**config.mk**
```make
export PLATFORM = sky130hd
export DESIGN_NAME = text_write_fsm
export DESIGN_NICKNAME = d
export VERILOG_FILES = /design/src/text_write_fsm.sv
export SDC_FILE = /design/constraint.sdc
export NUM_CORES = 1
export LEC_CHECK = 0
export CAP_MARGIN = 0
export CORE_AREA = 2 2 39 41
export CTS_BUF_LIST = sky130_fd_sc_hd__clkbuf_16
export DETAILED_ROUTE_END_ITERATION = 16
export DIE_AREA = 0 0 41 43
export DONT_BUFFER_PORTS = 1
export PLACE_DENSITY = 0.3
export REMOVE_ABC_BUFFERS = 1
export SYNTH_ARGS = -nofsm -noshare
export SYNTH_HDL_FRONTEND = slang
export SYNTH_SLANG_ARGS = --single-unit
```
**constraint.sdc**
```tcl
create_clock -name text_mem_clk -period 0.9 [get_ports text_mem_clk]
set_input_delay 0.045 -clock text_mem_clk [delete_from_list [all_inputs] [get_ports text_mem_clk]]
set_output_delay 0.045 -clock text_mem_clk [all_outputs]
set_load 0.01 [all_outputs]
```
**src/text_write_fsm.sv**
```systemverilog
`timescale 1ns/1ps
`default_nettype none

module text_write_fsm #(
    parameter int wait_cycles = 2
) (
    input  wire  text_mem_clk,
    input  wire  rst,
    input  wire  vmem_req,
    input  wire  done,
    output logic text_wen,
    output logic vmem_stall,
    output logic count_en
);

    typedef enum logic [1:0] {
        st_idle,
        st_writing,
        st_hold
    } state_t;

    state_t state;
    state_t state_nxt;

    always_ff @(posedge text_mem_clk) begin
        if (!rst) begin
            state <= st_idle;
        end else begin
            state <= state_nxt;
        end
    end

    always_comb begin
        state_nxt = state;
        case (state)
            st_idle:    if (vmem_req) state_nxt = st_writing;
            st_writing: if (done) state_nxt = st_hold;
            // wait for the cpu to move off the vmem write
            st_hold:    if (!vmem_req) state_nxt = st_idle;
            default:    state_nxt = st_idle;
        endcase
    end

    // stall starts in the request cycle before the first write edge
    assign vmem_stall = (state == st_writing) || ((state == st_idle) && vmem_req);
    assign text_wen   = (state == st_writing);
    assign count_en   = (state == st_writing);

    // write only while the cpu still presents the vmem write
    a_wen_with_req: assert property (@(posedge text_mem_clk) disable iff (!rst)
        text_wen |-> (state != st_idle) && vmem_req);

    // writing lasts exactly wait_cycles and hold then releases the pipeline
    a_write_len: assert property (@(posedge text_mem_clk) disable iff (!rst)
        $rose(state == st_writing) |->
            (state == st_writing) [*wait_cycles] ##1 ((state == st_hold) && !vmem_stall));

endmodule

`default_nettype wire

```
# --- Word-level counts from Yosys, hierarchy flattened ---
# Cells that the tools add are included.
word_totals:
  ff_bits: 2
  in_bits: 4
  out_inout_bits: 3
op_classes:
  eq_ne: 5
  muxes: 4
  n_reduce_logical: 4
ops:
  columns: ["cell", "n"]
  rows:
  - ["2-bit two-way mux", 3]
  - ["2-bit != test (second input constant)", 3]
  - ["2-bit one-hot mux with 3 select lines", 1]
  - ["3-bit AND reduction", 1]
  - ["2-bit by 1-bit == test with 1-bit output (second input constant)", 1]
  - ["2-bit == test (second input constant)", 1]
  - ["2-bit zero test", 1]
  - ["1-bit logical AND", 1]
  - ["1-bit logical OR", 1]

# --- Longest topological paths before layout ---
logic_depth:
  depth_word: 3
  mapped_depth: 2

# --- Worst setup path before layout ---
# No wires, ideal clock.
synth_timing:
  kind: "register -> register"
  start: "register state[1]"
  end: "register state[1]"
  setup_time_ps: 116
  t_arrival_ps: 736
  required_ps: 784
  path_slack_ps: 49
  stages_incl_launch_ff: 3
  n_path_buf: 0
  synth_period_minus_slack_ps: 851
  path_cell_list: "dfxtp_1 -> and2b_1 -> a31o_1"
synth_via:
  elab_chain_cells: 3
synth_rtl:
  columns: ["element", "line", "rtl"]
  rows:
  - ["from (decl)", "22", "state_t state;"]
  - ["from (signal assigned)", "27", "state <= st_idle;"]
  - ["from (signal assigned)", "29", "state <= state_nxt;"]
  - ["2-bit by 1-bit == test with 1-bit output (*)", null, null]
  - ["net count_en", "13", "output logic count_en"]
  - ["2-bit != test (no line)", null, null]
  - ["3-bit AND reduction (no line)", null, null]
# The timed path passes the listed nets; every way through them passes the cells marked *.
# A chain may end at the register's enable or synchronous reset.

# --- Worst setup path after layout ---
layout_timing:
  start: "register state[1]"
  end: "output vmem_stall"
layout_via:
  elab_chain_cells: 3
layout_rtl:
  columns: ["element", "line", "rtl"]
  rows:
  - ["2-bit zero test", "45", "assign vmem_stall = (state == st_writing) || ((state == st_idle) && vmem_req);"]
  - ["1-bit logical AND", "45", null]
  - ["1-bit logical OR (*)", "45", null]
  - ["to (decl)", "12", "output logic vmem_stall,"]
# Every way passes the cells marked *; elsewhere a longest branch is shown, timed or not.

==> results.cfg <==
[power]
intPower_mw = 0.6925
combPwrFrac_pct = 6.2
peakVddDrop_mv = 0.9955
power_mw = 0.8149
sw_frac_of_total_pct = 15.02
pwr_density_cell_nw_per_um2 = 3659
clkPwrFrac_pct = 81.3
p_leak_nw = 0.09908
seqPwrFrac_pct = 12.5
p_switching_mw = 0.1224

[detailed_routing]
antenna_left = 0
routedWlPerCell_um = 8.484
detail_route.vias_per_cell = 3.129
drt-total-wl_um = 263
route.detailed.drc = 0
vias = 97
drtIter0Drc = 1
drt_pass1_iterations = 2

[grt]
grt_pass1_vias = 116
gr-total-overflow = 0
grtUsageMet3_pct = 3.141
grt_use_met2_pct = 4.063
antenna_found_initial = 0
use_met1_pct = 4.777
grt.total_usage_pct = 4.905
grt_max_degree = 5
grt.busiest_layer = met4
grt_pass1_wl_um = 448

[timing]
final_hold_viol_count = 0
tns_ns = -0.02550
setup_violations = 3
finClkSkew_ns = 0.0002996
tightest_slew_ns = 0.08623
drv_slew = 0
fin_crit_ns = 0.9112
rsz0062_at_grt = true
worst_slack_ns = -0.01124
post-route-period-util_pct = 101.2
slew_headroom_pct = 94.25
max_freq_mhz = 1097

[synth]
yosys.area.top_type = dfxtp_1
synth_ff_type = dfxtp_1
seq_area_frac_synth_pct = 42.67
syn_inst = 9
netlist_area_um2 = 93.84
syn_area_per_cell_um2 = 10.43
yosys-top-cells-area = dfxtp_1 (43%), and4b_1 (11%), o21ba_1 (11%)
yosysMostFrequentCell = dfxtp_1
ys.warnings.count = 0
synth.top_cell.area_share_pct = 42.67
ys_async_sr_fraction_pct = 0
ys_ff_latch = 2
synth_edf_count = 0
ys_types = 8

[status]
status = finished with violations
violations = negative setup slack

[finish]
syn2layout_area_growth_pct = 137.3
multi_input_area_um2 = 46.29
fillers = 155
final_nets = 21
drive_above_1_share_pct = 46.67
num_antenna_cells = 0
post-route-util_pct = 16.09
ff_latch_area_um2 = 42.54
top_register = state
largest_reg_flops = 2
top_regs = state x2

[clock_tree]
cts_tree = yes
clkTransAtPathRegs_ns = 0.03
cts_max_level = 1
post_cts_buffers = 0
cts_buffer_depth = 2
cts_buffers = 3
root_buffer = clkbuf_16
clock-sinks = 2
clk_latency_ns = 0.22

[floorplan]
core_um2 = 1384
dieWidth_um = 41
die_h_um = 43
die_area_um2 = 1763
initial_core_util_pct = 6.781
rows = 14
ios = 7

[critical_path]
worstPathRequired_ns = 0.85
startpoint_type = register
cp-end-kind = output port
worstSetupPathType = reg2out
crit_fanout = 3
critPathArrivalTime_ns = 0.87

[placement]
portBuffers = 0
dp_slack_ns = 0.06442
hpwl_um = 189.3
gp_congestion = 0.4830

[job]
cap_violations = 0

[worst_hold_path]
hold_path.class = in2reg
placed cells by master, fill, tap and decap left out:
master	instances
and2b_1	1
clkbuf_16	3
o21ba_1	1
and4b_1	1
and3_1	1
buf_4	1
a31o_1	1
dlygate4sd3_1	2
nand2_1	1
buf_6	1
dfxtp_2	2
path summary, 6_finish.rpt:
kind,from,end,slack (ns),cells after the start
worst min register to register,state[0],state[0],0.54,2
worst min-delay path,done,state[0],0.04,2
worst max register to register,state[1],state[1],0.07,2
worst max-delay path,state[1],vmem_stall,-0.01,2
layer usage:
layer / vias to the layer above / wire length (um)
met2: 8 / 83
met3: 2 / 39
li1: 44 / -
met1: 43 / 117
met5: - / 0
met4: 0 / 22
stage by stage:
| step | area (um2) | instances | hold WS [ns] |
|---|---|---|---|
| final | 222.7 | 31 | 0.03744 |
| after global placement | 121.4 | 26 | 0.1827 |
| after detailed placement | 121.4 | 26 | 0.1866 |
| after floorplan | 86.33 | 8 | 0.1791 |
| after CTS | 221.5 | 31 | 0.04209 |
| after global routing | 222.7 | 31 | 0.05377 |
final cells by class:
type / instances / area share [%]
clock buffers: 3 / 33.71
multi-input cells: 6 / 20.79
flip-flops and latches: 2 / 19.10
repair buffers: 4 / 17.42
well taps: 16 / 8.989
power groups by stage:
| stage | Clock, mW | Combinational [mW] | Sequential, mW |
|---|---|---|---|
| 3_3_place_gp | 0 | 0.0396 | 0.101 |
| 5_1_grt | 0.685 | 0.0553 | 0.103 |
| 4_1_cts | 0.673 | 0.0512 | 0.101 |
| 3_5_place_dp | 0 | 0.0402 | 0.102 |
| 2_1_floorplan | 0 | 0.0243 | 0.100 |
| 6_report | 0.663 | 0.0501 | 0.102 |
worst max-delay path, cell delays in order (launching register included):
cell,delay [ns]
dfxtp_2,0.31
o21ba_1,0.22
buf_4,0.12
logic make-up after synthesis:
group                  synth area share, %
and+or+nand+nor                      29.34
AOI/OAI and AO/OA                    20.00
DFF                                  42.67
buffers and inverters                8.003
timing repair:
action | in CTS | in global routing
gates resized for setup | 2 | 1
endpoints found under the hold margin | 2 | 0
pin swaps | 1 | 0
hold buffers | 2 | 0
gates cloned | 0 | 0
endpoints found under the setup margin | 3 | 3
Power figures use the tool's default switching activity.
