$ cat src/cpu_bus_pkg.sv
`default_nettype none

package cpu_bus_pkg;

    localparam int word_w = 32;
    localparam int lanes  = 4;

    // one bit per byte lane of a data word
    typedef logic [lanes-1:0] byte_en_t;

    typedef logic [$clog2(lanes)-1:0] lane_t;

    // text memory holds one character per byte
    typedef logic [7:0] char_t;

endpackage

`default_nettype wire

$ cat src/mem_map_pkg.sv
`default_nettype none

package mem_map_pkg;

    // cpu word address, byte offset already stripped
    localparam int addr_w = 30;

    typedef logic [3:0] region_t;

    localparam region_t region_vmem   = 4'hc;
    localparam region_t region_trap   = 4'hd;
    localparam region_t region_kbd    = 4'he;
    localparam region_t region_loader = 4'hf;

    // selector in bits 25:18 that traps inside the 0xd region
    localparam logic [7:0] trap_sel = 8'hdd;

    typedef struct packed {
        region_t     region;
        logic [7:0]  sel;
        logic [17:0] rest;
    } mmio_view_t;

    typedef struct packed {
        region_t     region;
        logic [12:0] unused;
        logic [12:0] index;
    } text_view_t;

    // one address word, decoded by region or by text word index
    typedef union packed {
        mmio_view_t mmio;
        text_view_t text;
    } word_addr_u;

endpackage

`default_nettype wire

$ cat src/region_decoder.sv
`timescale 1ns/1ps
`default_nettype none

module region_decoder #(
    parameter int loader_addr_w = 13
) (
    input  wire                            text_mem_clk,
    input  wire                            rst,
    input  wire mem_map_pkg::word_addr_u   instr_addr,
    input  wire mem_map_pkg::word_addr_u   dmem_addr,
    input  wire                            dmem_read,
    input  wire                            dmem_write,
    input  wire cpu_bus_pkg::byte_en_t     byte_en,
    input  wire cpu_bus_pkg::char_t        kb_keycode,
    input  wire                            kb_ready,
    input  wire [cpu_bus_pkg::word_w-1:0]  loader_data,
    input  wire [cpu_bus_pkg::word_w-1:0]  loader_instr,
    input  wire [cpu_bus_pkg::word_w-1:0]  ext_rd_data,
    input  wire [cpu_bus_pkg::word_w-1:0]  ext_instr_data,
    output logic [cpu_bus_pkg::word_w-1:0] rd_data,
    output logic [cpu_bus_pkg::word_w-1:0] instr_data,
    output logic                           ext_read,
    output logic                           ext_write,
    output logic                           ext_instr_read,
    output logic                           kb_read,
    output logic                           vmem_req,
    output cpu_bus_pkg::byte_en_t          loader_wen,
    output logic                           trap_stall,
    output logic                           kb_stall
);

    import mem_map_pkg::*;
    import cpu_bus_pkg::*;

    region_t d_region;
    logic    is_main;
    logic    is_loader;
    logic    fetch_loader;
    logic    loader_rd_q;

    assign d_region     = dmem_addr.mmio.region;
    assign is_loader    = (d_region == region_loader);
    assign is_main      = !(d_region inside {region_vmem, region_trap, region_kbd, region_loader});
    assign fetch_loader = (instr_addr.mmio.region == region_loader);

    //////////////////////////////////////////////////
    // data side strobes
    //////////////////////////////////////////////////
    assign ext_read   = is_main && dmem_read;
    assign ext_write  = is_main && dmem_write;
    assign vmem_req   = (d_region == region_vmem) && dmem_write;
    // only selector 0xdd traps, rest of 0xd reads as zero
    assign trap_stall = (d_region == region_trap) && (dmem_addr.mmio.sel == trap_sel)
                        && (dmem_read || dmem_write);
    assign kb_read    = (d_region == region_kbd) && dmem_read;
    assign kb_stall   = kb_read && !kb_ready;

    // loader lanes are mirrored against the cpu byte enable
    always_comb begin
        loader_wen = '0;
        if (is_loader && dmem_write) begin
            case (byte_en)
                4'b0001: loader_wen = 4'b1000;
                4'b0010: loader_wen = 4'b0100;
                4'b0100: loader_wen = 4'b0010;
                4'b1000: loader_wen = 4'b0001;
                default: loader_wen = '1;
            endcase
        end
    end

    always_comb begin
        case (d_region)
            region_vmem, region_trap: rd_data = '0;
            region_kbd:    rd_data = {{(word_w - $bits(char_t)){1'b0}}, kb_keycode};
            region_loader: rd_data = loader_data;
            default:       rd_data = ext_rd_data;
        endcase
        // loader word stays visible for the cycle after its read
        if (loader_rd_q && !dmem_read) begin
            rd_data = loader_data;
        end
    end

    always_ff @(posedge text_mem_clk) begin
        if (!rst) begin
            loader_rd_q <= 1'b0;
        end else begin
            loader_rd_q <= is_loader && dmem_read;
        end
    end

    //////////////////////////////////////////////////
    // instruction fetch redirect
    //////////////////////////////////////////////////
    assign ext_instr_read = !fetch_loader;
    assign instr_data     = fetch_loader ? loader_instr : ext_instr_data;

    a_one_region: assert property (@(posedge text_mem_clk) disable iff (!rst)
        $onehot0({ext_read || ext_write, vmem_req, trap_stall, kb_read, |loader_wen}));

    // loader memory only sees the low index bits, upper offset must stay clear
    a_loader_range: assert property (@(posedge text_mem_clk) disable iff (!rst)
        (|loader_wen) |-> (dmem_addr[addr_w-$bits(region_t)-1:loader_addr_w] == '0));

endmodule

`default_nettype wire

$ cat config.mk
export PLATFORM = sky130hd
export DESIGN_NAME = region_decoder
export DESIGN_NICKNAME = d
export VERILOG_FILES = /design/src/cpu_bus_pkg.sv /design/src/mem_map_pkg.sv /design/src/region_decoder.sv
export SDC_FILE = /design/constraint.sdc
export NUM_CORES = 1
export LEC_CHECK = 0
export BUFFER_PORTS_ARGS = -buffer_cell sky130_fd_sc_hd__buf_2
export CAP_MARGIN = 10
export CORE_AREA = 2 2 109 111
export DETAILED_ROUTE_END_ITERATION = 7
export DIE_AREA = 0 0 111 113
export SLEW_MARGIN = 20
export SYNTH_ARGS = -nofsm -noshare
export SYNTH_HDL_FRONTEND = slang
export SYNTH_SLANG_ARGS = --single-unit
$ cat constraint.sdc
create_clock -name text_mem_clk -period 2.2 [get_ports text_mem_clk]
set_input_delay 0.33 -clock text_mem_clk [delete_from_list [all_inputs] [get_ports text_mem_clk]]
set_output_delay 0.33 -clock text_mem_clk [all_outputs]
set_load 0.03 [all_outputs]
=== Yosys cells after proc, flatten, opt, wreduce, memory -nomap -nowiden ===
Cells that the tools add are included.

* Output and inout port bits: 75
* Logic and storage cells: 33
* Bits in latches: 0
* RAM bits: 0
* Bits in read-only memories: 0
* Memories: 0
* Bits in registers: 1

* Bitwise logic cells: 0
* Mux-type cells: 5
* $add $sub $neg: 0
* Shift-type cells: 0
* $mul: 0
* Equal/unequal tests: 10
* Reduce and logical (&&, ||, !) cells: 17
* $lt $le $gt $ge: 0
* Div/mod/pow operators: 0

{| class="wikitable"
|+ Operator list
! operator !! count
|-
| one-hot mux 32 bit (3 select lines) || 1
|-
| 2-to-1 mux 32 bit || 2
|-
| == test 4 bit, second input constant || 6
|-
| one-hot mux 4 bit (4 select lines) || 1
|-
| logical AND 1 bit || 10
|-
| == test 8 bit, second input constant || 1
|-
| == test 4 x 1 -> 1 bit, second input constant || 1
|-
| == test 4 x 2 -> 1 bit, second input constant || 1
|-
| == test 4 x 3 -> 1 bit, second input constant || 1
|-
| zero test 1 bit || 4
|-
| 2-to-1 mux 4 bit || 1
|-
| nonzero test 4 bit || 1
|-
| OR reduction 2 bit || 1
|-
| logical OR 1 bit || 1
|}

=== Depth between registers and ports, before layout ===
* Depth after elaboration: 4
* Mapped depth: 6
* Depth with buffers taken out: 3

=== Worst setup path before layout ===
Ideal clock, no wire load.

* Kind: input port to output port
* Start: input dmem_addr[23] (netlist bit)
* End: output trap_stall
* Arrival: 1.472 ns
* Data required time: 1.870 ns
* Buffers on the path: 0
* Stages: 2
* Setup slack: 0.398 ns
* Path through: nand4b_1 > nor4_1

* Word-level cells in the longest chain between the ends: 3

{| class="wikitable"
|+ RTL lines
! item !! line !! RTL
|-
| start, declared || region_decoder.sv:10 || <nowiki>input wire mem_map_pkg::word_addr_u dmem_addr,</nowiki>
|-
| == test 8 bit || region_decoder.sv:53 || <nowiki>assign trap_stall = (d_region == region_trap) && (dmem_addr.mmio.sel == trap_sel)</nowiki>
|-
| logical AND 1 bit || region_decoder.sv:53 ||
|-
| logical AND 1 bit || region_decoder.sv:54 || <nowiki>&& (dmem_read || dmem_write);</nowiki>
|-
| end, declared || region_decoder.sv:28 || <nowiki>output logic trap_stall,</nowiki>
|}

No other way between the ends.

=== Worst setup path after layout ===
* Start: input dmem_addr[28] (netlist bit)
* End: output rd_data[0] (netlist bit)

* Word-level cells in the longest chain between the ends: 4
* Elaborated cells between the ends (all ways): 7
* Those cells by class: eq/ne (4); mux (2); reduce/logical (1)

{| class="wikitable"
|+ RTL lines
! item !! line !! RTL
|-
| == test 4 bit || region_decoder.sv:73 || <nowiki>case (d_region)</nowiki>
|-
| OR reduction 2 bit || region_decoder.sv:73 ||
|-
| one-hot mux 32 bit (3 select lines) (*) || region_decoder.sv:73 ||
|-
| 2-to-1 mux 32 bit (*) || region_decoder.sv:80 || <nowiki>if (loader_rd_q && !dmem_read) begin</nowiki>
|-
| end, declared || region_decoder.sv:20 || <nowiki>output logic [cpu_bus_pkg::word_w-1:0] rd_data,</nowiki>
|}

Mark *: on every way between the ends. The rest lies on a longest branch, timed or not.

==> results.toml <==
[timing]
hold_viol = 0
setup_ws_ps = 194
drv_slew = 0
tns_ps = 0
rsz0062_at_grt = "false"
period_needed_ps = 2010
timing.final.crit_share_pct = 91.2
slew_headroom_pct = 71.4
tightest_slew_ps = 423
hold_slack_ps = 564
timing.fmax_ghz = 0.499
setup_viol = 0

[cts]
holdBufCountCts = 0
cts_resized = 0
postCtsSetupBuffers = 0
cts.clk_slew.worst_paths_ps = 0

[worst_setup_path]
worst-path-buf-inv = 3
path_depth = 6
crit_path_start_kind = "input port"
cp_slowest_cell = "a221o_1"
cp_cell_sequence = "buf_2, and4_1, or2_1, buf_12, a221o_1, buf_2"
critical_path_class = "in2out"
crit_arrival_ps = 1680
worstSetupEndpointType = "output port"
crit_family = "buffers and inverters"
max_stage_delay_ps = 390
path_common_cell = "buf_2"
path_max_fanout = 32
required_ps = 1870

[floorplan]
core.rowCount = 39
die-area_um2 = 12500
die_w_um = 111
ios = 280
core_um2 = 11300
fp.dieH_um = 113
start_util_pct = 9.11

[grt]
grt_first_pass_wirelength_mm = 10.1
grt_usage_pct = 10.0
overflow = 0
grt_pass1_vias = 1927
antenna_found_initial = 0
grt_max_degree = 34

[power]
pwr_density_cell_nw_per_um2 = 250
p_leak_nw = 1.38
vdd_drop_max_mv = 0.112

[worst_hold_path]
hold_class = "in2reg"
hold_path_startpoint = "rst"
whs_path_depth = 2
min_to = "loader_rd_q$_SDFF_PN0_"

[final_layout]
layout.nets = 557
finalNonFillerCells = 493
top_regs = "loader_rd_q (1)"
antenna_cells = 0
drive_gt1_share_pct = 78.3
layout_common_cells = "235 x buf_2, 32 x mux2_2, 24 x a22o_1"
area.growth.synth_to_final_pct = 133
largest_register_ffs = 1
layout_commonest_cell = "buf_2"
top_register = "loader_rd_q"

[drt]
post-route-drc-count = 0
wl_mm = 7.01
via_count = 1991
drtIter0Drc = 84
routedWlPerCell_um = 14.2
vias_per_cell = 4.04
first_pass_iters = 4
final_antenna_net_count = 0

[yosys]
syn_inst = 121
synth_seq_cells = 1
synth_warnings = 0
yosysUniqueCellTypes = 28
synth_seq_area_share_pct = 1.95
synth_area_um2 = 1030
synth.net_count = 326
syn_avg_cell_area_um2 = 8.49

[flow_run]
drv_cap = 0

[place]
gp_congestion = 0.814
place_ws_ps = 210
io_buffer_count = 235
placedCellCount = 493
dp_hpwl_mm = 6.32

[run_status]
status = "complete, no violations"
-- cell usage after synthesis, drive strengths merged --
cell	n	area (um2)
xnor2	1	8.76
nor2	8	30.0
buf	10	68.8
a221o	8	80.1
nor3b	8	60.1
a22o	24	210
nor4b	1	8.76
a31oi	2	12.5
nor2b	2	12.5
o311ai	1	8.76
or2	1	6.26
o21ai	1	5.00
o311a	2	20.0
xor2	2	17.5
and3	1	6.26
mux2	32	360
dfxtp	1	20.0
nor3	1	5.00
nand4	1	6.26
clkbuf	2	7.51
inv	3	11.3
and2	1	6.26
nor4	1	6.26
nand4b	3	26.3
a21oi	2	10.0
and4	1	8.76
nand2	1	3.75
-- worst max-delay path by stage --
stage	from	endpoint
floorplan	dmem_addr[23]	trap_stall
global placement	dmem_addr[28]	rd_data[0]
detailed placement	dmem_addr[28]	rd_data[0]
CTS	dmem_addr[28]	rd_data[0]
global route	dmem_addr[28]	rd_data[0]
finish	dmem_addr[28]	rd_data[0]
-- cell type report --
cell class / instances / area, um2
fillers: 1292 / 8880
inverters: 3 / 11.3
repair buffers: 241 / 1260
well taps: 143 / 179
flip-flops and latches: 1 / 20.0
multi-input cells: 105 / 923
-- cells by family after synthesis --
kind of cell / count (synthesis) / synth area share (%)
xor gates and xnor gates: 3 / 2.56
muxes: 32 / 35.1
AOI/OAI and AO/OA: 40 / 33.7
and+or+nand+nor: 30 / 18.2
buffers and inverters: 15 / 8.53
DFF: 1 / 1.95
-- routing by layer --
metal	up-vias	routed length, um	global-route usage [%]
met1	864	2620	11.8
met3	4	873	2.30
li1	951	-	-
met5	-	0	0
met4	0	52	0.667
met2	172	3460	19.2
-- where the power goes --
part | leakage (nW) | total, mW | switching (mW) | internal, mW
clock network | 0 | 0 | 0 | 0
logic | 1.37 | 0.579 | 0.334 | 0.245
registers | 0.00807 | 0.0187 | 0.0000252 | 0.0187
total | 1.38 | 0.598 | 0.334 | 0.263
-- stage by stage --
step	power (mW)	instance area, um2	util [%]
4_1_cts	0.605	2390	21.2
2_1_floorplan	0.339	1030	-
3_3_place_gp	0.603	2390	21.2
3_5_place_dp	0.600	2390	21.2
6_report	0.598	2390	21.2
5_1_grt	0.635	2390	21.2
Note: power is estimated with default switching activity, not from simulation.
